$ cat config.mk
export PLATFORM = sky130hd
export DESIGN_NAME = sample_recorder_flat
export DESIGN_NICKNAME = d
export VERILOG_FILES = /design/src/hw/mem_pkg.sv /design/src/hw/bram_if.sv /design/src/hw/sample_recorder.sv /design/src/flat_wrapper.sv
export SDC_FILE = /design/constraint.sdc
export NUM_CORES = 1
export LEC_CHECK = 0
export BUFFER_PORTS_ARGS = -buffer_cell sky130_fd_sc_hd__buf_2
export CORE_MARGIN = 1.5
export CORE_UTILIZATION = 37
export CTS_BUF_LIST = sky130_fd_sc_hd__clkbuf_8 sky130_fd_sc_hd__clkbuf_16
export DETAILED_ROUTE_END_ITERATION = 8
export GPL_TIMING_DRIVEN = 0
export PLACE_DENSITY = 0.77
export SLEW_MARGIN = 30
export SYNTH_ARGS = -nofsm -noshare
export SYNTH_HDL_FRONTEND = slang
export SYNTH_SLANG_ARGS = --single-unit
$ cat constraint.sdc
create_clock -name aclk -period 1.85 [get_ports aclk]
set_clock_uncertainty 0.2 [all_clocks]
set_input_delay 0.37 -clock aclk [delete_from_list [all_inputs] [get_ports aclk]]
set_output_delay 0.37 -clock aclk [all_outputs]
set_load 0.05 [all_outputs]
$ cat src/hw/mem_pkg.sv
package mem_pkg;

  // One RAM word holds exactly one sample
  localparam int SAMPLE_WIDTH = 32;

  // Word address width of the sample buffer, 1024 words deep
  localparam int RAM_ADDR_WIDTH = 10;

endpackage

$ cat src/hw/bram_if.sv
`timescale 1ns/1ps

interface bram_if #(
  parameter int ADDR_WIDTH = mem_pkg::RAM_ADDR_WIDTH,
  parameter int DATA_WIDTH = mem_pkg::SAMPLE_WIDTH
);

  logic                  wr_en;    // Write strobe, lands on this edge
  logic [ADDR_WIDTH-1:0] wr_addr;
  logic [DATA_WIDTH-1:0] wr_data;
  logic                  rd_en;    // Read request, data one cycle later
  logic [ADDR_WIDTH-1:0] rd_addr;
  logic [DATA_WIDTH-1:0] rd_data;  // Holds while rd_en is low

  modport writer (
    output wr_en,
    output wr_addr,
    output wr_data
  );

  modport reader (
    output rd_en,
    output rd_addr,
    input  rd_data
  );

  modport memory (
    input  wr_en,
    input  wr_addr,
    input  wr_data,
    input  rd_en,
    input  rd_addr,
    output rd_data
  );

endinterface

$ cat src/hw/sample_recorder.sv
`timescale 1ns/1ps

module sample_recorder #(
  parameter int BLOCK_LENGTH = 1024,
  parameter int ADDR_WIDTH   = mem_pkg::RAM_ADDR_WIDTH
) (
  input  logic                          aclk,
  input  logic                          rst_n,
  input  logic                          start,
  input  logic                          sample_valid,
  input  logic [mem_pkg::SAMPLE_WIDTH-1:0] sample_data,
  output logic                          done,
  bram_if.writer                        ram
);

  localparam logic [ADDR_WIDTH-1:0] LAST_ADDR = ADDR_WIDTH'(BLOCK_LENGTH - 1);

  logic                  busy;
  logic [ADDR_WIDTH-1:0] wr_ptr;
  logic                  take;

  // Start wins over a sample strobe arriving in the same cycle
  assign take = busy && sample_valid && !start;

  assign ram.wr_en   = take;
  assign ram.wr_addr = wr_ptr;
  assign ram.wr_data = sample_data;  // Written on the same edge as the strobe

  always_ff @(posedge aclk) begin
    if (!rst_n) begin
      busy   <= 1'b0;
      wr_ptr <= '0;
      done   <= 1'b0;
    end else if (start) begin
      busy   <= 1'b1;  // Arm a new block
      wr_ptr <= '0;
      done   <= 1'b0;
    end else if (take) begin
      if (wr_ptr == LAST_ADDR) begin
        busy <= 1'b0;  // Block full
        done <= 1'b1;
      end else begin
        wr_ptr <= wr_ptr + 1'b1;
      end
    end
  end

endmodule

$ cat src/flat_wrapper.sv
// flat-port wrapper written by rule: the top's interface ports become plain ports
module sample_recorder_flat 
#(
  parameter int BLOCK_LENGTH = 1024,
  parameter int ADDR_WIDTH   = mem_pkg::RAM_ADDR_WIDTH
)
  (aclk, rst_n, start, sample_valid, sample_data, done, ram_wr_en, ram_wr_addr, ram_wr_data);
  bram_if #(.ADDR_WIDTH(ADDR_WIDTH)) ram_i ();
  input  logic aclk;
  input  logic rst_n;
  input  logic start;
  input  logic sample_valid;
  input  logic [mem_pkg::SAMPLE_WIDTH-1:0] sample_data;
  output logic done;
  output wire logic [$bits(ram_i.wr_en)-1:0] ram_wr_en;
  output wire logic [$bits(ram_i.wr_addr)-1:0] ram_wr_addr;
  output wire logic [$bits(ram_i.wr_data)-1:0] ram_wr_data;
  assign ram_wr_en = ram_i.wr_en;
  assign ram_wr_addr = ram_i.wr_addr;
  assign ram_wr_data = ram_i.wr_data;
  sample_recorder #(.BLOCK_LENGTH(BLOCK_LENGTH), .ADDR_WIDTH(ADDR_WIDTH)) u_core (.aclk(aclk), .rst_n(rst_n), .start(start), .sample_valid(sample_valid), .sample_data(sample_data), .done(done), .ram(ram_i));
endmodule
==> results.cfg, run 1 <==
[worst_setup_path]
cp_top_family = compound AO/OA/AOI/OAI gates
cp-end-kind = flop
cp_num_cells = 5
worst_setup_path_start_kind = flop
worstPathArrival_ns = 1.68
crit-reg2reg-capture = u_core.ram.wr_addr[2]$_SDFFE_PP0P_
crit_path_max_incr_delay_ns = 0.34
required_ns = 1.78
cp-startpoint = u_core.ram.wr_addr[0]$_SDFFE_PP0P_
cp_num_buf_inv = 0
endpoint = u_core.ram.wr_addr[2]$_SDFFE_PP0P_
crit_type = flop to flop
critPathSlowestCell = dfxtp_2
rr_startpoint = u_core.ram.wr_addr[0]$_SDFFE_PP0P_
reg2reg_depth = 5
crit_path_max_fanout = 5
rrSetupSlack_ns = 0.11
crit_chain = ha_1 > and4_1 > a31oi_4 > a21oi_1 > a31o_2

[routing]
drc = 0
ant_nets = 0
wl_per_cell_um = 10.51
vias_per_cell = 4.677
routed_wl_um = 1986
vias = 884
drt_iter0_drc = 9
first_pass_iters = 4

[power_and_ir_drop]
ir_worst_vdd_v = 0.0003935
clockPowerShare_pct = 36.1
p_int_uw = 524.8
power.density_mw_per_mm2 = 645.9
power_frac_comb_pct = 30.7
p_seq_share_pct = 33.2
switching_share_pct = 33.73
power_leakage_uw = 0.0006469
power_switching_uw = 267.1

[synth]
synth_area_um2 = 883.3
ys_seq_elements = 12
synth_fp_nets = 147
synth_edf_count = 0
ys.flop_type = dfxtp_1
syn_area_per_cell_um2 = 8.030
ys_seq_area_share_pct = 27.20
syn_inst = 110
synth.area.top_cells = dfxtp_1, buf_4, nand2_1
synth_top_area_cell = dfxtp_1
synthTopCellsByCount = buf_4, dfxtp_1, nand2_1, nor2_1
yosysMostFrequentCell = buf_4
async_flop_share_pct = 0
synth.distinct_cells = 33
synth_top_area_share_pct = 27.20
yosysWarnings = 0

[clock_tree]
clockRootBuffer = clkbuf_8
ctsHoldBuffers = 0
cts_resized = 0
numCtsBuffers = 3
ctsLongestPathBuffers = 2
cts_tree = built
path_clk_slew_ns = 0.06
clk_latency_ns = 0.24
cts_sinks = 12
postCtsSetupRepairBufs = 0
htreeDepth = 1

[sta]
rsz0062_at_grt = no
slew_viol_final = 0
worst_hold_slack_ns = 0.1828
final.period_utilization_pct = 94.09
worst_slew_pin_slew_ns = 0.3949
maxSlewHeadroom_pct = 73.67
final-setup-viol-count = 0
max_freq_mhz = 574.5
fin_tns_setup_ns = 0
setup_slack_ns = 0.1093
final-hold-violation-count = 0
period_needed_ns = 1.741

[final_layout]
fillers = 205
num_antenna_cells = 0
multi_input_area_um2 = 380.4
drive_gt1_share_pct = 62.73
nNetsFinal = 199
seq_area_um2 = 249.0
syn_to_final_growth_pct = 38.81

[floorplanning]
row_count = 17
start_util_pct = 39.55
ios = 80
die_x_um = 51.86
die-area_mm2 = 0.002689
core_mm2 = 0.002233
dieHeight_um = 51.86

[min_path]
hold_class = input pin to flop

[placement]
gp_congestion = 0.8334
place_ws_ns = 0.02442
io_buffer_count = 47
dp.final_hpwl_um = 1645

[global_routing]
antenna_found_initial = 0
grtUsageTotal_pct = 16.12
grt_overflow_total = 0
grt_max_degree = 10
grt_pass1_vias = 814
grt_pass1_wl_um = 3243

[flow_run]
max-cap-violations = 0

[run_status]
outcome = complete, no violations
-- cell type report --
| type | instances | share of cell area [%] |
|---|---|---|
| Clock buffer | 4 | 4.490 |
| Inverter | 2 | 0.6122 |
| Timing Repair Buffer | 47 | 19.18 |
| Sequential cell | 12 | 20.31 |
| Multi-Input combinational cell | 60 | 31.02 |
| Tap cell | 28 | 2.857 |
| Buffer | 36 | 21.53 |
-- stage by stage --
| stage | std cells | utilization [%] | cell area [um2] | power, uW |
|---|---|---|---|---|
| after floorplan | 110 | - | 892.1 | 473.0 |
| after global placement | 185 | 52.04 | 1162 | 510.4 |
| after detailed placement | 185 | 52.04 | 1162 | 512.5 |
| after CTS | 189 | 54.51 | 1217 | 795.5 |
| after global routing | 189 | 54.90 | 1226 | 823.5 |
| final | 189 | 54.90 | 1226 | 791.9 |
-- worst min-delay path: stages --
cell and delay (ns):
buf_2 0.11, o21ai_0 0.07, nor2_1 0.04
-- worst min path at each step --
stage / from / to / slack [ns] / cells past startpoint
3_3_place_gp: u_core.done$_SDFFE_PP0P_ / u_core.done$_SDFFE_PP0P_ / 0.24 / 1
4_1_cts: rst_n / u_core.busy$_SDFFE_PN0P_ / 0.19 / 3
3_5_place_dp: u_core.done$_SDFFE_PP0P_ / u_core.done$_SDFFE_PP0P_ / 0.26 / 1
5_1_grt: rst_n / u_core.busy$_SDFFE_PN0P_ / 0.24 / 3
6_report: rst_n / u_core.busy$_SDFFE_PN0P_ / 0.18 / 3
2_1_floorplan: rst_n / u_core.busy$_SDFFE_PN0P_ / 0.31 / 2
-- cell families after synthesis --
kind of cell	share of synthesized area, %
xor+xnor	0.9917
fa+ha+maj	1.416
mux	2.266
flops	27.20
simple gates	25.50
buf+inv	30.74
compound gates	11.90
-- power groups by stage --
stage	logic, uW	clock network [uW]	registers (uW)
3_3_place_gp	242	0	268
6_report	243	286	263
3_5_place_dp	244	0	268
5_1_grt	253	308	263
2_1_floorplan	204	0	269
4_1_cts	244	288	263
-- state kept, by name, indices dropped and copies added, names as in the netlist --
name                count
u_core.ram.wr_addr     10
u_core.busy             1
u_core.done             1
-- per-layer routing --
metal / track usage (%) / routed length, um
met4: 11.40 / 62
met3: 2.874 / 200
met2: 27.64 / 983
met5: 0 / 0
met1: 17.73 / 739
-- cells in the final DEF (no fill, tap or decap), types with 3 or more instances in the layout --
| cell type | n |
|---|---|
| a21oi_1 | 5 |
| buf_2 | 47 |
| buf_4 | 32 |
| clkbuf_8 | 4 |
| dfxtp_1 | 5 |
| dfxtp_2 | 7 |
| nand2_1 | 10 |
| nand3_1 | 5 |
| nand4_1 | 3 |
| nor2_1 | 10 |
Note: power is estimated with default switching activity, not from simulation.
==> inputs of run 2 (changes only) <==
- ABC_AREA: unset -> 1
- CELL_PAD_IN_SITES_DETAIL_PLACEMENT: unset -> 1
- CELL_PAD_IN_SITES_GLOBAL_PLACEMENT: unset -> 1
- CORE_UTILIZATION: 37 -> 23
- PLACE_DENSITY: 0.77 -> 0.75
==> run 2 against run 1 <==
Compared with the run above:
- clock-buffer cell count decreased by 1
- critical endpoint is now ram_wr_en
- setup slack gained 0.041 ns
- maximum frequency grew 2.4%
- die area grew 61%
- hold slack worse by 0.013 ns
- final cell count increased by 21%
==> results.cfg, run 2 <==
[routing]
routed_wl_um = 2128
vias = 919
drt_iter0_drc = 9
drc = 0
wl_per_cell_um = 9.293
first_pass_iters = 4
vias_per_cell = 4.013
ant_nets = 0

[worst_setup_path]
cp-end-kind = output port
crit_type = flop to output port
reg2reg_depth = 8
crit_path_max_incr_delay_ns = 0.37
worst_setup_path_start_kind = flop
cp_num_buf_inv = 2
cp_num_cells = 3
crit_path_max_fanout = 8
crit_chain = nand3b_4 > inv_4 > buf_2
worstPathArrival_ns = 1.13
required_ns = 1.28
critPathSlowestCell = dfxtp_1
cp_top_family = buffers and inverters

[clock_tree]
htreeDepth = 1
cts_tree = built
path_clk_slew_ns = 0.05
clockRootBuffer = clkbuf_8
numCtsBuffers = 3
cts_sinks = 12
cts_resized = 0
clk_latency_ns = 0.25
ctsLongestPathBuffers = 2
postCtsSetupRepairBufs = 0
ctsHoldBuffers = 0

[power_and_ir_drop]
ir_worst_vdd_v = 0.0001795
total_power_uw = 755.4
power.density_mw_per_mm2 = 606.2
switching_share_pct = 36.39
power_frac_comb_pct = 32.4
clockPowerShare_pct = 32.7
power_leakage_uw = 0.0006612
p_seq_share_pct = 34.9
p_int_uw = 480.6
power_switching_uw = 274.9

[final_layout]
final_common_cell = buf_2
syn_to_final_growth_pct = 37.38
largest_register_ffs = 10
drive_gt1_share_pct = 50.83
num_antenna_cells = 0
nNetsFinal = 220
layout_common_cells = buf_2, buf_4, nand2_1, nor2_1, inv_1

[global_routing]
grt_pass1_vias = 745
grt_max_degree = 11
antenna_found_initial = 0
grt_pass1_wl_um = 3236
grtUsageTotal_pct = 9.971
grt_overflow_total = 0

[sta]
fin_tns_setup_ns = 0
setup_slack_ns = 0.1507
final-hold-violation-count = 0
period_needed_ns = 1.699
rsz0062_at_grt = no
max_freq_mhz = 588.5
slew_viol_final = 0
maxSlewHeadroom_pct = 64.78
final.period_utilization_pct = 91.85
worst_hold_slack_ns = 0.1696
worst_slew_pin_slew_ns = 0.5264
final-setup-viol-count = 0

[placement]
io_buffer_count = 47
gp_congestion = 0.7193
dp.final_hpwl_um = 1751
place_ws_ns = 0.1760

[run_status]
outcome = complete, no violations

[min_path]
holdPathStages = 3
hold_class = input pin to flop

[synth]
synth.distinct_cells = 19
synth_edf_count = 0
synth_fp_nets = 168
synth.area.top_cells = dfxtp_1, buf_4, nand2_1
synthTopCellsByCount = buf_4, nand2_1, nor2_1
async_flop_share_pct = 0
ys.flop_type = dfxtp_1
yosysWarnings = 0
yosysMostFrequentCell = buf_4
synth_area_um2 = 907.1
ys_seq_elements = 12
syn_area_per_cell_um2 = 6.925
ys_seq_area_share_pct = 26.48
synth_top_area_cell = dfxtp_1
syn_inst = 131
synth_top_area_share_pct = 26.48

[floorplanning]
dieHeight_um = 65.80
die_x_um = 65.80
die-area_mm2 = 0.004330
start_util_pct = 24.41
core_mm2 = 0.003716
row_count = 22
ios = 80

[flow_run]
max-cap-violations = 0
-- run 2: cell count changes in the layout (fill, tap and decap cells not counted), sizes merged, moves of 4 or more --
cell,previous run,this run
inv,2,14
nand2,11,23
a31o,4,0
nor2,10,25
nand3,5,9
-- run 2: layout make-up --
type	instances	area, um2
fillers	507	2470
multi-input cells	72	360.3
plain buffers	33	251.5
flip-flops and latches	12	242.7
repair buffers	47	235.2
well taps	48	60.06
inverters	14	55.05
clock buffers	3	41.29
-- run 2: logic make-up (layout without fill, tap and decap cells) --
family	count (synthesis)	in the layout	synth area share, %
adders and majority gates	1	1	1.379
AOI/OAI and AO/OA	5	5	2.758
and+or+nand+nor	64	64	33.65
xor gates and xnor gates	2	2	1.931
buffers and inverters	47	97	33.79
DFF	12	12	26.48
-- run 2: worst min-delay path: stages --
cell and delay, ns:
buf_2 0.09, inv_1 0.06, nor3_1 0.05
-- run 2: layer usage --
layer	wire [um]	vias up	GRT usage [%]
li1	-	476	-
met1	875	399	11.42
met2	1047	39	16.41
met3	161	5	3.066
met4	44	0	5.469
met5	0	-	0
-- run 2: path summary, 6_finish.rpt --
path | startpoint | end | slack (ns)
hold / removal | rst_n | u_core.busy$_SDFFE_PN0P_ | 0.17
setup reg to reg | u_core.ram.wr_addr[0]$_SDFFE_PP0P_ | u_core.ram.wr_addr[0]$_SDFFE_PP0P_ | 0.19
setup / recovery | u_core.busy$_SDFFE_PN0P_ | ram_wr_en | 0.15
hold reg to reg | u_core.done$_SDFFE_PP0P_ | u_core.done$_SDFFE_PP0P_ | 0.29
-- run 2: metrics by stage --
step | cells | utilization [%] | area, um2
6_report | 229 | 33.54 | 1246
5_1_grt | 229 | 33.54 | 1246
4_1_cts | 229 | 33.54 | 1246
3_5_place_dp | 226 | 32.42 | 1205
3_3_place_gp | 226 | 32.42 | 1205
2_1_floorplan | 131 | - | 909.6
-- run 2: power groups by stage --
stage                     logic (uW)  clock network, uW  registers (uW)
after floorplan                  204                  0             272
after global placement           245                  0             269
after detailed placement         247                  0             269
after CTS                        247                256             263
after global routing             256                271             264
final                            245                247             264
==> inputs of run 3 (changes only) <==
- RECOVER_POWER: unset -> 50
==> run 3 against run 2 <==
Compared with the run above:
- setup slack barely moved
- sequential power about the same
- hold slack barely moved
- sequential share of layout area up 0.54 points
- clock power is essentially flat
- largest cell class unchanged
- register-to-register slack hardly changed
- maximum frequency about the same
- global-route usage is the same
- clock-buffer cell count is the same
- flip-flop and latch count unchanged
- wire length is 0.52% higher
==> results.cfg, run 3 (same netlist as run 2, synthesis figures left out) <==
[routing]
wl_per_cell_um = 9.341
routed_wl_um = 2139
ant_nets = 0
drt_iter0_drc = 8
vias_per_cell = 4.004
vias = 917
first_pass_iters = 4
drc = 0

[sta]
setup_slack_ns = 0.1507
final.period_utilization_pct = 91.85
final-hold-violation-count = 0
slew_viol_final = 0
worst_slew_pin_slew_ns = 0.5971
rsz0062_at_grt = no
max_freq_mhz = 588.5
fin_tns_setup_ns = 0
final-setup-viol-count = 0
maxSlewHeadroom_pct = 60.36
period_needed_ns = 1.699

[final_layout]
layout_common_cells = buf_4, clkbuf_1, nand2_1, nor2_1, buf_2
final_core_util_pct = 32.63
syn_to_final_growth_pct = 33.65
drive_gt1_share_pct = 35.91
largest_register_ffs = 10
num_antenna_cells = 0
nNetsFinal = 220
final_common_cell = buf_4
final_area_mm2 = 0.001212

[global_routing]
grtUsageTotal_pct = 9.971
grt_pass1_vias = 745
grt_max_degree = 11
grt_overflow_total = 0
antenna_found_initial = 0
grt_pass1_wl_um = 3236

[floorplanning]
dieHeight_um = 65.80
row_count = 22
start_util_pct = 24.41
die_x_um = 65.80
die-area_mm2 = 0.004330
ios = 80
core_mm2 = 0.003716

[clock_tree]
cts_sinks = 12
ctsHoldBuffers = 0
cts_resized = 0
path_clk_slew_ns = 0.05
ctsLongestPathBuffers = 2
postCtsSetupRepairBufs = 0
cts_tree = built
numCtsBuffers = 3
clockRootBuffer = clkbuf_8
htreeDepth = 1
clk_latency_ns = 0.25

[power_and_ir_drop]
p_seq_share_pct = 35.3
clockPowerShare_pct = 33.1
ir_worst_vdd_v = 0.0001773
total_power_uw = 747.3
p_int_uw = 471.4
power_frac_comb_pct = 31.7
switching_share_pct = 36.92
power_switching_uw = 275.9
power_leakage_uw = 0.0005868
power.density_mw_per_mm2 = 616.4

[run_status]
outcome = complete, no violations

[worst_setup_path]
worst_setup_path_start_kind = flop
crit_path_max_fanout = 8
cp-end-kind = output port
required_ns = 1.28
cp-startpoint = u_core.busy$_SDFFE_PN0P_
crit_type = flop to output port
worstPathArrival_ns = 1.13
rr_startpoint = u_core.ram.wr_addr[0]$_SDFFE_PP0P_

[placement]
gp_congestion = 0.7193
dp.final_hpwl_um = 1751
placed_cell_area_mm2 = 0.001205
io_buffer_count = 47
place_ws_ns = 0.1760

[min_path]
hold_class = input pin to flop
worstHoldStart = rst_n

[flow_run]
max-cap-violations = 0
run 3: cell types whose count changed in the layout (fill, tap and decap cells not counted), sizes merged:
cell	delta
buf	-27
clkbuf	+27
run 3: path summary, 6_finish.rpt:
check,endpoint,slack (ns),cells past startpoint
setup / recovery,ram_wr_en,0.15,3
hold reg to reg,u_core.done$_SDFFE_PP0P_,0.29,2
setup reg to reg,u_core.ram.wr_addr[0]$_SDFFE_PP0P_,0.19,8
hold / removal,u_core.busy$_SDFFE_PN0P_,0.17,3
run 3: power groups by stage:
stage | clock [uW] | sequential (uW) | combinational [uW]
2_1_floorplan | 0 | 272 | 204
3_3_place_gp | 0 | 269 | 245
3_5_place_dp | 0 | 269 | 247
4_1_cts | 256 | 263 | 247
5_1_grt | 271 | 264 | 248
6_report | 247 | 264 | 237
run 3: per-layer routing:
metal  GRT usage, %  up-vias  wire length [um]
met4          5.469        0                44
met3          3.066        5               169
met5              0        -                 0
met1          11.42      397               879
met2          16.41       39              1046
li1               -      476                 -
run 3: worst max-delay path, stage by stage, from the launching register on:
cell and delay (ns):
dfxtp_1 0.37, nand3b_4 0.13, inv_4 0.12, buf_2 0.27
run 3: per-stage QoR:
step           instances  hold slack (ns)
6_report             229           0.1696
5_1_grt              229           0.1735
4_1_cts              229           0.1696
3_5_place_dp         226           0.2717
3_3_place_gp         226           0.2664
2_1_floorplan        131           0.3068
run 3: final cells by class:
| type | instances | area, um2 |
|---|---|---|
| tap | 48 | 60.06 |
| timing repair buffer | 47 | 201.4 |
| buffer | 33 | 251.5 |
| inverter | 14 | 55.05 |
| multi-input combinational | 72 | 360.3 |
| sequential | 12 | 242.7 |
| clock buffer | 3 | 41.29 |
| fill | 509 | 2504 |
