$ cat src/hw/axi_lite_pkg.sv
package axi_lite_pkg;

  localparam int AXI_ADDR_WIDTH = 16;  // Byte address width of the slave
  localparam int AXI_DATA_WIDTH = 32;  // Read data width, one sample per beat

  // Bits needed to hold value, used to find the byte-lane offset
  function automatic int clogb2(input int value);
    int bits;
    int v;
    bits = 0;
    v = value;
    while (v > 0) begin
      bits++;
      v = v >> 1;
    end
    return bits;
  endfunction

  // Low byte-address bits that select a lane inside one data word
  localparam int ADDR_LSB = clogb2(AXI_DATA_WIDTH / 8 - 1);

endpackage

$ cat src/hw/mem_pkg.sv
package mem_pkg;

  // One RAM word holds exactly one sample
  localparam int SAMPLE_WIDTH = 32;

  // Word address width of the sample buffer, 1024 words deep
  localparam int RAM_ADDR_WIDTH = 10;

endpackage

$ cat src/hw/bram_if.sv
`timescale 1ns/1ps

interface bram_if #(
  parameter int ADDR_WIDTH = mem_pkg::RAM_ADDR_WIDTH,
  parameter int DATA_WIDTH = mem_pkg::SAMPLE_WIDTH
);

  logic                  wr_en;    // Write strobe, lands on this edge
  logic [ADDR_WIDTH-1:0] wr_addr;
  logic [DATA_WIDTH-1:0] wr_data;
  logic                  rd_en;    // Read request, data one cycle later
  logic [ADDR_WIDTH-1:0] rd_addr;
  logic [DATA_WIDTH-1:0] rd_data;  // Holds while rd_en is low

  modport writer (
    output wr_en,
    output wr_addr,
    output wr_data
  );

  modport reader (
    output rd_en,
    output rd_addr,
    input  rd_data
  );

  modport memory (
    input  wr_en,
    input  wr_addr,
    input  wr_data,
    input  rd_en,
    input  rd_addr,
    output rd_data
  );

endinterface

$ cat src/hw/input_buffer.sv
`timescale 1ns/1ps

module input_buffer #(
  parameter int DATA_WIDTH = axi_lite_pkg::AXI_ADDR_WIDTH
) (
  input  logic                  aclk,
  input  logic                  rst_n,
  input  logic [DATA_WIDTH-1:0] in_data,
  input  logic                  in_valid,
  output logic                  in_ready,
  output logic [DATA_WIDTH-1:0] out_data,
  output logic                  out_valid,
  input  logic                  out_ready
);

  logic [DATA_WIDTH-1:0] skid_data;  // Second entry, behind the output register
  logic                  skid_valid;
  logic                  push;
  logic                  pop;
  logic                  load_out_in;
  logic                  load_out_skid;
  logic                  load_skid;

  assign in_ready = !skid_valid;  // Accept while one entry is free
  assign push     = in_valid && in_ready;
  assign pop      = out_valid && out_ready;

  // Where an accepted word goes this cycle
  assign load_out_skid = pop && skid_valid;
  assign load_out_in   = push && (pop || !out_valid);
  assign load_skid     = push && out_valid && !pop;

  always_ff @(posedge aclk) begin
    if (!rst_n) begin
      out_valid  <= 1'b0;
      skid_valid <= 1'b0;
    end else begin
      if (load_out_skid) begin
        skid_valid <= 1'b0;  // Out stays valid with the older entry
      end else if (load_out_in) begin
        out_valid <= 1'b1;
      end else if (pop) begin
        out_valid <= 1'b0;
      end
      if (load_skid) begin
        skid_valid <= 1'b1;
      end
    end
  end

  always_ff @(posedge aclk) begin
    if (load_out_skid) begin
      out_data <= skid_data;
    end else if (load_out_in) begin
      out_data <= in_data;
    end
    if (load_skid) begin
      skid_data <= in_data;
    end
  end

endmodule

$ cat src/hw/output_buffer.sv
`timescale 1ns/1ps

module output_buffer (
  input  logic aclk,
  input  logic rst_n,
  input  logic in_valid,
  output logic in_ready,
  output logic out_valid,
  input  logic out_ready,
  output logic out_en
);

  logic slot_free;

  // Response slot is empty or being drained this cycle
  assign slot_free = !out_valid || out_ready;

  // One RAM read per buffered address, pops the address at the same edge
  assign out_en   = in_valid && slot_free;
  assign in_ready = out_en;

  always_ff @(posedge aclk) begin
    if (!rst_n) begin
      out_valid <= 1'b0;
    end else if (out_en) begin
      out_valid <= 1'b1;  // RAM data arrives with this edge
    end else if (out_ready) begin
      out_valid <= 1'b0;  // Response taken, nothing behind it
    end
  end

endmodule

$ cat src/hw/axi_bram_reader.sv
`timescale 1ns/1ps

module axi_bram_reader #(
  parameter int AXI_ADDR_WIDTH = axi_lite_pkg::AXI_ADDR_WIDTH,
  parameter int RAM_ADDR_WIDTH = mem_pkg::RAM_ADDR_WIDTH
) (
  input  logic                                    aclk,
  input  logic                                    rst_n,
  input  logic [AXI_ADDR_WIDTH-1:0]               s_axi_araddr,
  input  logic                                    s_axi_arvalid,
  output logic                                    s_axi_arready,
  output logic [axi_lite_pkg::AXI_DATA_WIDTH-1:0] s_axi_rdata,
  output logic                                    s_axi_rvalid,
  input  logic                                    s_axi_rready,
  bram_if.reader                                  ram
);

  import axi_lite_pkg::*;

  logic [AXI_ADDR_WIDTH-1:0] buf_addr;  // Oldest pending byte address
  logic                      buf_valid;
  logic                      buf_ready;
  logic                      rd_en;

  input_buffer #(
    .DATA_WIDTH(AXI_ADDR_WIDTH)
  ) addr_buf (
    .aclk      (aclk),
    .rst_n     (rst_n),
    .in_data   (s_axi_araddr),
    .in_valid  (s_axi_arvalid),
    .in_ready  (s_axi_arready),
    .out_data  (buf_addr),
    .out_valid (buf_valid),
    .out_ready (buf_ready)
  );

  output_buffer resp_buf (
    .aclk      (aclk),
    .rst_n     (rst_n),
    .in_valid  (buf_valid),
    .in_ready  (buf_ready),
    .out_valid (s_axi_rvalid),
    .out_ready (s_axi_rready),
    .out_en    (rd_en)
  );

  // Word address drops the byte lane, upper bits alias
  assign ram.rd_addr = buf_addr[ADDR_LSB+RAM_ADDR_WIDTH-1:ADDR_LSB];
  assign ram.rd_en   = rd_en;
  assign s_axi_rdata = ram.rd_data;  // RAM output register holds the response

endmodule

$ cat src/flat_wrapper.sv
// flat-port wrapper written by rule: the top's interface ports become plain ports
module axi_bram_reader_flat import axi_lite_pkg::*;
#(
  parameter int AXI_ADDR_WIDTH = axi_lite_pkg::AXI_ADDR_WIDTH,
  parameter int RAM_ADDR_WIDTH = mem_pkg::RAM_ADDR_WIDTH
)
  (aclk, rst_n, s_axi_araddr, s_axi_arvalid, s_axi_arready, s_axi_rdata, s_axi_rvalid, s_axi_rready, ram_rd_en, ram_rd_addr, ram_rd_data);
  bram_if ram_i ();
  input  logic aclk;
  input  logic rst_n;
  input  logic [AXI_ADDR_WIDTH-1:0] s_axi_araddr;
  input  logic s_axi_arvalid;
  output logic s_axi_arready;
  output logic [axi_lite_pkg::AXI_DATA_WIDTH-1:0] s_axi_rdata;
  output logic s_axi_rvalid;
  input  logic s_axi_rready;
  output wire logic [$bits(ram_i.rd_en)-1:0] ram_rd_en;
  output wire logic [$bits(ram_i.rd_addr)-1:0] ram_rd_addr;
  input wire logic [$bits(ram_i.rd_data)-1:0] ram_rd_data;
  assign ram_rd_en = ram_i.rd_en;
  assign ram_rd_addr = ram_i.rd_addr;
  assign ram_i.rd_data = ram_rd_data;
  axi_bram_reader #(.AXI_ADDR_WIDTH(AXI_ADDR_WIDTH), .RAM_ADDR_WIDTH(RAM_ADDR_WIDTH)) u_core (.aclk(aclk), .rst_n(rst_n), .s_axi_araddr(s_axi_araddr), .s_axi_arvalid(s_axi_arvalid), .s_axi_arready(s_axi_arready), .s_axi_rdata(s_axi_rdata), .s_axi_rvalid(s_axi_rvalid), .s_axi_rready(s_axi_rready), .ram(ram_i));
endmodule
$ cat config.mk
export PLATFORM = sky130hd
export DESIGN_NAME = axi_bram_reader_flat
export DESIGN_NICKNAME = d
export VERILOG_FILES = /design/src/hw/axi_lite_pkg.sv /design/src/hw/mem_pkg.sv /design/src/hw/bram_if.sv /design/src/hw/input_buffer.sv /design/src/hw/output_buffer.sv /design/src/hw/axi_bram_reader.sv /design/src/flat_wrapper.sv
export SDC_FILE = /design/constraint.sdc
export NUM_CORES = 1
export LEC_CHECK = 0
export ABC_AREA = 1
export BUFFER_PORTS_ARGS = -buffer_cell sky130_fd_sc_hd__clkbuf_2
export CAP_MARGIN = 20
export CORE_ASPECT_RATIO = 1.25
export CORE_MARGIN = 2
export CORE_UTILIZATION = 42
export CTS_BUF_LIST = sky130_fd_sc_hd__clkbuf_4
export CTS_CLUSTER_DIAMETER = 40
export CTS_CLUSTER_SIZE = 25
export DETAILED_ROUTE_END_ITERATION = 7
export PLACE_DENSITY_LB_ADDON = 0.05
export SYNTH_ARGS = -nofsm -noshare
export SYNTH_HDL_FRONTEND = slang
export SYNTH_SLANG_ARGS = --single-unit
$ cat constraint.sdc
create_clock -name aclk -period 2.5 [get_ports aclk]
set_input_delay 0.125 -clock aclk [delete_from_list [all_inputs] [get_ports aclk]]
set_output_delay 0.125 -clock aclk [all_outputs]
set_load 0.02 [all_outputs]
==> results.toml, run 1 <==
[run_status]
status = "finished clean"

[power]
swShare_pct = 21.28
static-leakage-power_uw = 0.0005343
peakVddDrop_mv = 0.2500
power.density_nw_per_um2 = 578.5
power_frac_seq_pct = 64.4
p_switching_uw = 143.7
p_comb_share_pct = 9.6
p_int_uw = 531.6
pwr-share-clk_pct = 26.0

[synthesis]
synth_area_per_cell_sq_um = 10.26
synth_nets = 162
yosys.area.top_type = "edfxtp_1"
netlist_instances = 110
netlist_area_sq_um = 1129
async_flop_share_pct = 0
synthFlopType = "edfxtp_1"
synth_edf_count = 20
ys_ff_latch = 23
ys_seq_area_share_pct = 58.54
yosysWarningCount = 0
synth_area_leaders = "edfxtp_1, buf_4, nand2_1, dfxtp_1, inv_1"
synth_commonest_cells = "nand2_1, buf_4, edfxtp_1"
synth_top_area_share_pct = 53.22
yosysMostFrequentCell = "nand2_1"
ys_types = 13

[timing]
setup_violations = 0
drv_slew = 0
fin_crit_ns = 1.433
worst-slew-pin-transition_ns = 0.4479
max_freq_mhz = 697.9
finalHoldViolCount = 0
finalSetupTns_ns = 0
rsz0062_at_grt = "false"
fin_worst_skew_ns = 0.006358
period_share_pct = 57.32
max-slew-margin-rel_pct = 70.11

[setup_path]
crit_chain = "inv_1 -> nor2_1 -> nand3_1 -> inv_1"
crit_fanout = 10
cpPeakStageDelay_ns = 0.37
critPathCaptureType = "flip-flop"
worstSetupPathType = "flip-flop to flip-flop"
r2r_cells = 4
regToRegStartpoint = "u_core.resp_buf.out_valid"
arrival_ns = 1.39
cpMaxStageDelayCell = "dfxtp_1"
start_kind = "flip-flop"
worst_path_most_repeated_cell = "inv_1"
r2r_slack_ns = 1.07
cp_data_required_time_ns = 2.46
r2r_end = "u_core.addr_buf.skid_data[8]"

[die]
io_pins = 97
fp.dieH_um = 61.96
dieArea_sq_um = 3120
initial_core_util_pct = 42.95
coreArea_sq_um = 2628
die_x_um = 50.37
fp-row-count = 21

[cells_and_area]
area_growth_pct = 3.437
diodes = 0
multi_input_area_sq_um = 178.9
fin_nets = 169
seqCellArea_sq_um = 660.6
fillers = 264
fin_cells = 150
drive_gt1_share_pct = 30.17

[worst_hold_path]
hp-class = "input port to flip-flop"
holdPathEnd = "u_core.addr_buf.skid_data[8]"
holdPathStages = 1
min_from = "s_axi_araddr[8]"

[grt]
antenna_found_initial = 0
global_route.usage.met1_pct = 13.12
grt_pass1_wl_mm = 2.628
grt_pass1_vias = 579
busiest_layer = "met2"
grt_max_degree = 13
track_usage_pct = 11.37
grt_overflow_total = 0
grt_util_met3_pct = 5.742
met2_usage_pct = 17.86

[route]
ant_nets = 0
avgRoutedWirePerCell_um = 11.49
viasPerCell = 4.487
drc = 0
drtIter0Drc = 5
dr.pass1.iters = 3
wl_mm = 1.723
route.vias.total = 673

[cts]
cts_tree = "built"
cts_sinks = 23
h-tree-depth = 1
path_clk_slew_ns = 0.12
cts-buffers-inserted = 3
cts_root_buffer = "clkbuf_4"
clk_path_buf_depth = 2
insertion_delay_ns = 0.30

[job]
maxCapViolations = 0

[placed_design]
gp_congestion = 0.6245
dpl.cell_count = 138
io_buffers = 26
place_hpwl_mm = 1.207
cell families (layout without fill, tap and decap cells):
group / after synthesis / in the layout / synth area share (%)
buffers and inverters: 43 / 49 / 25.61
and+or+nand+nor: 40 / 40 / 14.08
DFF: 23 / 23 / 58.54
AOI/OAI and AO/OA: 4 / 4 / 1.773
state kept, by name (all words and copies together) (netlist names):
name and cells:
u_core.addr_buf.skid_valid 1, u_core.addr_buf.out_data 10, u_core.addr_buf.skid_data 10, u_core.addr_buf.out_valid 1, u_core.resp_buf.out_valid 1
how the worst max path moves through the flow:
stage	slack (ns)	to	cells after the start	from
3_3_place_gp	1.08	u_core.addr_buf.skid_data[6]	4	u_core.resp_buf.out_valid
2_1_floorplan	1.16	u_core.addr_buf.skid_data[10]	4	u_core.resp_buf.out_valid
3_5_place_dp	1.06	u_core.addr_buf.skid_data[6]	4	u_core.resp_buf.out_valid
6_report	1.07	u_core.addr_buf.skid_data[8]	4	u_core.resp_buf.out_valid
5_1_grt	0.92	u_core.addr_buf.skid_data[8]	4	u_core.resp_buf.out_valid
4_1_cts	1.04	u_core.addr_buf.skid_data[11]	4	u_core.resp_buf.out_valid
per-layer routing:
metal	share of wire, %	wire, um
met5	0	0
met4	1.2	20
met3	10	178
met2	48	829
met1	40	696
worst max-delay path, delay by kind of cell (launching register included):
family	cells	cell delay (ns)
DFF	1	0.37
buffers and inverters	2	0.41
and+or+nand+nor	2	0.31
repair_timing:
item                                   in CTS  in global routing
endpoints found under the hold margin       3                  5
hold buffers                                3                  5
buffers inserted                            0                  0
resized for setup                           0                  0
through the flow:
stage	power [uW]	utilization [%]	instance area, sq um	setup WS (ns)	hold WS, ns
final	675.3	44.43	1167	1.067	0.02012
after global routing	710.2	44.43	1167	0.9157	0.004704
after CTS	682.1	42.52	1117	1.041	0.0005695
after detailed placement	500.3	40.24	1057	1.056	0.2501
after global placement	499.4	40.24	1057	1.078	0.2501
after floorplan	549.2	-	1129	1.159	0.2239
cell usage in the layout, fill, tap and decap left out, drive strengths merged:
cell type,n
o21ai,1
inv,10
buf,1
nand2,35
a21oi,3
dlygate4sd3,8
nor2,4
edfxtp,20
clkbuf,30
dfxtp,3
nand3,1
cell type report:
type	instances	share of cell area [%]
clock buffer	4	2.572
multi-input combinational	44	15.33
timing repair buffer	35	18.65
inverter	10	3.215
tap	34	3.644
sequential	23	56.59
power groups by stage:
stage	clock network, uW	logic, uW	registers (uW)
after floorplan	0	91.8	457
after global placement	0	55.7	444
after global routing	202	71.7	436
final	175	65.0	435
after detailed placement	0	56.3	444
after CTS	187	60.1	435
No activity file was read; power rests on OpenSTA's default activity.
==> inputs of run 2 (changes only) <==
CORE_UTILIZATION = 35   (was 42)
clock period = 1.2 ns   (was 2.5 ns; I/O delays follow)
==> run 2 against run 1 <==
  * Sequential share of layout area down 5.8 points
  * Highest routed layer unchanged
  * Critical path depth unchanged
  * Worst hold slack better by 0.052 ns
  * Clock-buffer cell count down 1
  * Critical endpoint is now u_core.addr_buf.skid_data[2]
==> results.toml, run 2 (synthesis results as in run 1) <==
[setup_path]
cpMaxStageDelayCell = "dfxtp_2"
cp_data_required_time_ns = 1.23
regToRegStartpoint = "u_core.addr_buf.skid_valid"
worst-path-buf-inv = 2
crit_chain = "nor2_2 -> buf_4 -> nand3_4 -> clkinvlp_4"
worstSetupPathType = "flip-flop to flip-flop"
arrival_ns = 1.18
crit_fanout = 5
startpoint = "u_core.addr_buf.skid_valid"
start_kind = "flip-flop"
cpPeakStageDelay_ns = 0.37
critPathCaptureType = "flip-flop"
crit_family = "flip-flops"

[power]
finalPower_uw = 1425
peakVddDrop_mv = 0.5801
static-leakage-power_uw = 0.0005770
power.density_nw_per_um2 = 1089

[cells_and_area]
diodes = 0
largestRegisters = "u_core.addr_buf.out_data: 10 flops, u_core.addr_buf.skid_data: 10 flops"
drive_gt1_share_pct = 42.86
final_common_cell = "nand2_1"
area_growth_pct = 15.96
fin_nets = 179
final_cell_mix = "nand2_1, clkbuf_2, edfxtp_1, dlygate4sd3_1"

[die]
coreArea_sq_um = 3137
fp-row-count = 23
io_pins = 97
initial_core_util_pct = 35.98
die_x_um = 54.79
fp.dieH_um = 67.49
dieArea_sq_um = 3698

[cts]
h-tree-depth = 1
cts_tree = "built"
insertion_delay_ns = 0.30
clk_path_buf_depth = 2
cts_sinks = 23
path_clk_slew_ns = 0.12
cts_root_buffer = "clkbuf_4"
cts-buffers-inserted = 3

[grt]
track_usage_pct = 11.65
grt_pass1_vias = 685
grt_pass1_wl_mm = 3.049
antenna_found_initial = 0
grt_overflow_total = 0
grt_max_degree = 14

[route]
drtIter0Drc = 8
wl_mm = 1.860
drc = 0
ant_nets = 0
dr.pass1.iters = 3
avgRoutedWirePerCell_um = 11.41
route.vias.total = 696
viasPerCell = 4.270

[timing]
worst-slew-pin-transition_ns = 0.2139
max-slew-margin-rel_pct = 85.72
max_freq_mhz = 872.9
period_share_pct = 95.47
fin_crit_ns = 1.146
setup_violations = 0
finalHoldViolCount = 0
rsz0062_at_grt = "true"
fin_worst_skew_ns = 0.003084
drv_slew = 0
setup_ws_ns = 0.05439

[run_status]
status = "finished clean"

[placed_design]
place_ws_ns = -0.08304
io_buffers = 26
place_hpwl_mm = 1.275
gp_congestion = 0.6494

[job]
maxCapViolations = 0

[worst_hold_path]
min_from = "s_axi_rready"
hp-class = "input port to flip-flop"
run 2: where the power goes:
group          switching, uW  internal, uW
Combinational           91.4          80.9
Sequential              8.72           898
Clock                    222           124
Total                    322          1100
run 2: what timing repair did:
action	in CTS	in global routing
hold buffers	11	0
setup endpoints to repair	25	25
resized for setup	11	9
pin swaps	0	1
cloned	1	0
endpoints found under the hold margin	13	0
buffers inserted	0	1
run 2: worst paths after layout:
path         cells past startpoint  slack (ns)                            to
max                              4        0.05  u_core.addr_buf.skid_data[2]
min                              4        0.07     u_core.addr_buf.out_valid
max reg2reg                      4        0.05  u_core.addr_buf.skid_data[2]
min reg2reg                      2        0.51     u_core.addr_buf.out_valid
run 2: area by class of cell:
class / instances / area (sq um)
Fill cell: 330 / 1828
Sequential cell: 23 / 664.4
Timing Repair Buffer: 44 / 306.5
Multi-Input combinational cell: 44 / 214.0
Tap cell: 37 / 46.29
Inverter: 10 / 42.54
Clock buffer: 3 / 22.52
Timing Repair inverter: 1 / 7.507
Clock inverter: 1 / 5.005
run 2: per-layer routing:
metal	up-vias	part of all wire [%]	global-route usage, %	routed length [um]
met4	0	1.2	6.563	23
li1	348	-	-	-
met5	-	0	0	0
met3	8	9.2	4.425	171
met2	37	47	17.56	882
met1	303	42	13.96	784
run 2: metrics by stage:
step	util (%)	instance area [sq um]	hold WS [ns]	TNS (ns)	std cells
4_1_cts	40.85	1281	0.06448	0	162
3_3_place_gp	35.06	1100	0.1201	-1.184	146
2_1_floorplan	-	1130	0.1589	0	110
6_report	41.72	1309	0.07204	0	163
3_5_place_dp	35.06	1100	0.1201	-1.500	146
5_1_grt	41.72	1309	0.06892	-0.5129	163
run 2: worst min-delay path: stages:
cell and delay [ns]:
clkbuf_2 0.11, nor2_4 0.06, nand2_2 0.06, a21oi_1 0.06
==> inputs of run 3 (changes only) <==
--- a/config.mk
+++ b/config.mk
@@ -8,2 +8,3 @@
 export ABC_AREA = 1
+export ABC_CLOCK_PERIOD_IN_PS = 1200
 export BUFFER_PORTS_ARGS = -buffer_cell sky130_fd_sc_hd__clkbuf_2
@@ -18,2 +19,3 @@
 export PLACE_DENSITY_LB_ADDON = 0.05
+export REMOVE_ABC_BUFFERS = 1
 export SYNTH_ARGS = -nofsm -noshare
--- a/constraint.sdc
+++ b/constraint.sdc
@@ -3,2 +3,2 @@
 set_output_delay 0.06 -clock aclk [all_outputs]
-set_load 0.02 [all_outputs]
+set_load 0.05 [all_outputs]
==> run 3 against run 2 <==
  * Sequential share of layout area decreased by 3.3 points
  * Via count increased by 11%
  * Die area unchanged
  * Register-to-register slack got worse by 0.05 ns
  * Sequential power about the same
  * Combinational power increased by 40%
  * Worst hold slack improved by 0.00067 ns
  * Flip-flop and latch count unchanged
  * Critical path depth increased by 1
  * Largest power group unchanged
  * Clock power increased by 1%
==> results.toml, run 3 (synthesis results as in run 1) <==
[cts]
insertion_delay_ns = 0.30
cts_root_buffer = "clkbuf_4"
h-tree-depth = 1
clk_path_buf_depth = 2
cts-buffers-inserted = 3
cts_sinks = 23
cts_tree = "built"
path_clk_slew_ns = 0.12

[setup_path]
cpMaxStageDelayCell = "dfxtp_4"
critPathCaptureType = "flip-flop"
crit_fanout = 4
worst_path_most_repeated_cell = "buf_6"
cp_data_required_time_ns = 1.24
cpPeakStageDelay_ns = 0.38
arrival_ns = 1.24
crit_chain = "nor2_4 -> buf_6 -> nand3_2 -> inv_2 -> buf_6"
start_kind = "flip-flop"
worstSetupPathType = "flip-flop to flip-flop"

[route]
drc = 0
ant_nets = 0
avgRoutedWirePerCell_um = 18.64
viasPerCell = 4.565
route.vias.total = 776
drtIter0Drc = 8
wl_mm = 3.169
dr.pass1.iters = 4

[timing]
worst-slew-pin-transition_ns = 0.2840
rsz0062_at_grt = "true"
setup_violations = 0
fin_worst_skew_ns = 0.001401
max_freq_mhz = 835.3
finalHoldViolCount = 0
drv_slew = 0
max-slew-margin-rel_pct = 81.15
timing.hold.ws_ns = 0.07272
fin_crit_ns = 1.197
period_share_pct = 99.77

[cells_and_area]
seqCellArea_sq_um = 666.9
design_area_sq_um = 1404
area_growth_pct = 24.39
drive_gt1_share_pct = 49.62
fillers = 312
fin_nets = 186
final_core_util_pct = 44.75
multi_input_area_sq_um = 230.2
diodes = 0
final_cell_mix = "nand2_1, clkbuf_2, edfxtp_1, dlygate4sd3_1, nand2_2"
largestRegisters = "u_core.addr_buf.out_data: 10 flops, u_core.addr_buf.skid_data: 10 flops"
final_common_cell = "nand2_1"

[placed_design]
place_hpwl_mm = 2.485
gp_congestion = 0.7529
post_dp_cell_area_sq_um = 1144
io_buffers = 26

[die]
io_pins = 97
die_x_um = 54.79
fp-row-count = 23
coreArea_sq_um = 3137
initial_core_util_pct = 35.98
dieArea_sq_um = 3698
fp.dieH_um = 67.49

[power]
peakVddDrop_mv = 0.4881
power.density_nw_per_um2 = 1064
finalPower_uw = 1494
static-leakage-power_uw = 0.0006253

[grt]
grt_pass1_vias = 723
antenna_found_initial = 0
grt_overflow_total = 0
track_usage_pct = 18.44
grt_pass1_wl_mm = 4.402
grt_max_degree = 14

[run_status]
status = "finished clean"

[worst_hold_path]
hp-class = "input port to flip-flop"

[job]
maxCapViolations = 0
[run 3: through the flow]
step	setup TNS [ns]	instances	worst slack, ns
after floorplan	-8.339	77	-0.3592
after global placement	-1.551	152	-0.08399
after CTS	-0.07389	167	-0.04521
final	0	170	0.002788
after detailed placement	-1.436	152	-0.06255
after global routing	-0.8179	170	-0.05101
[run 3: layout make-up]
type	count	share of cell area [%]
Clock buffer	3	1.604
Clock inverter	1	0.3565
Inverter	10	2.852
Multi-Input combinational cell	44	16.40
Sequential cell	23	47.50
Tap cell	37	3.298
Timing Repair Buffer	51	27.63
Timing Repair inverter	1	0.3565
[run 3: timing repair]
| action | CTS | global route |
|---|---|---|
| setup endpoints to repair | 31 | 32 |
| gates cloned | 0 | 1 |
| pin swaps | 0 | 2 |
| hold endpoints to repair | 13 | 0 |
| hold buffers | 11 | 0 |
| gates resized for setup | 10 | 27 |
| buffers inserted | 0 | 2 |
[run 3: critical path: cells and delay by family (launching register included)]
| kind | cells | cell delay (ns) |
|---|---|---|
| flip-flops | 1 | 0.38 |
| buffers and inverters | 3 | 0.35 |
| AND/OR/NAND/NOR | 2 | 0.20 |
[run 3: path summary, 6_finish.rpt]
check / from / endpoint / slack, ns / depth (start not counted)
setup / recovery: u_core.addr_buf.skid_valid / u_core.addr_buf.skid_data[5] / 0.003 / 5
hold / removal: s_axi_rready / u_core.resp_buf.out_valid / 0.07 / 4
setup reg to reg: u_core.addr_buf.skid_valid / u_core.addr_buf.skid_data[5] / 0.003 / 5
hold reg to reg: u_core.addr_buf.skid_valid / u_core.addr_buf.skid_valid / 0.52 / 2
[run 3: metal layers]
metal | part of all wire, % | wire, um | global-route usage (%) | vias to the layer above
li1 | - | - | - | 362
met1 | 35 | 1098 | 21.05 | 356
met2 | 38 | 1207 | 21.73 | 54
met3 | 26 | 838 | 19.91 | 4
met4 | 0.79 | 25 | 6.875 | 0
met5 | 0 | 0 | 1.667 | -
[run 3: power breakdown]
part	total, uW	internal [uW]	leakage [uW]	switching (uW)
sequential	904	896	0.000214	8.27
clock	350	124	0.0000177	226
combinational	240	91.7	0.000394	148
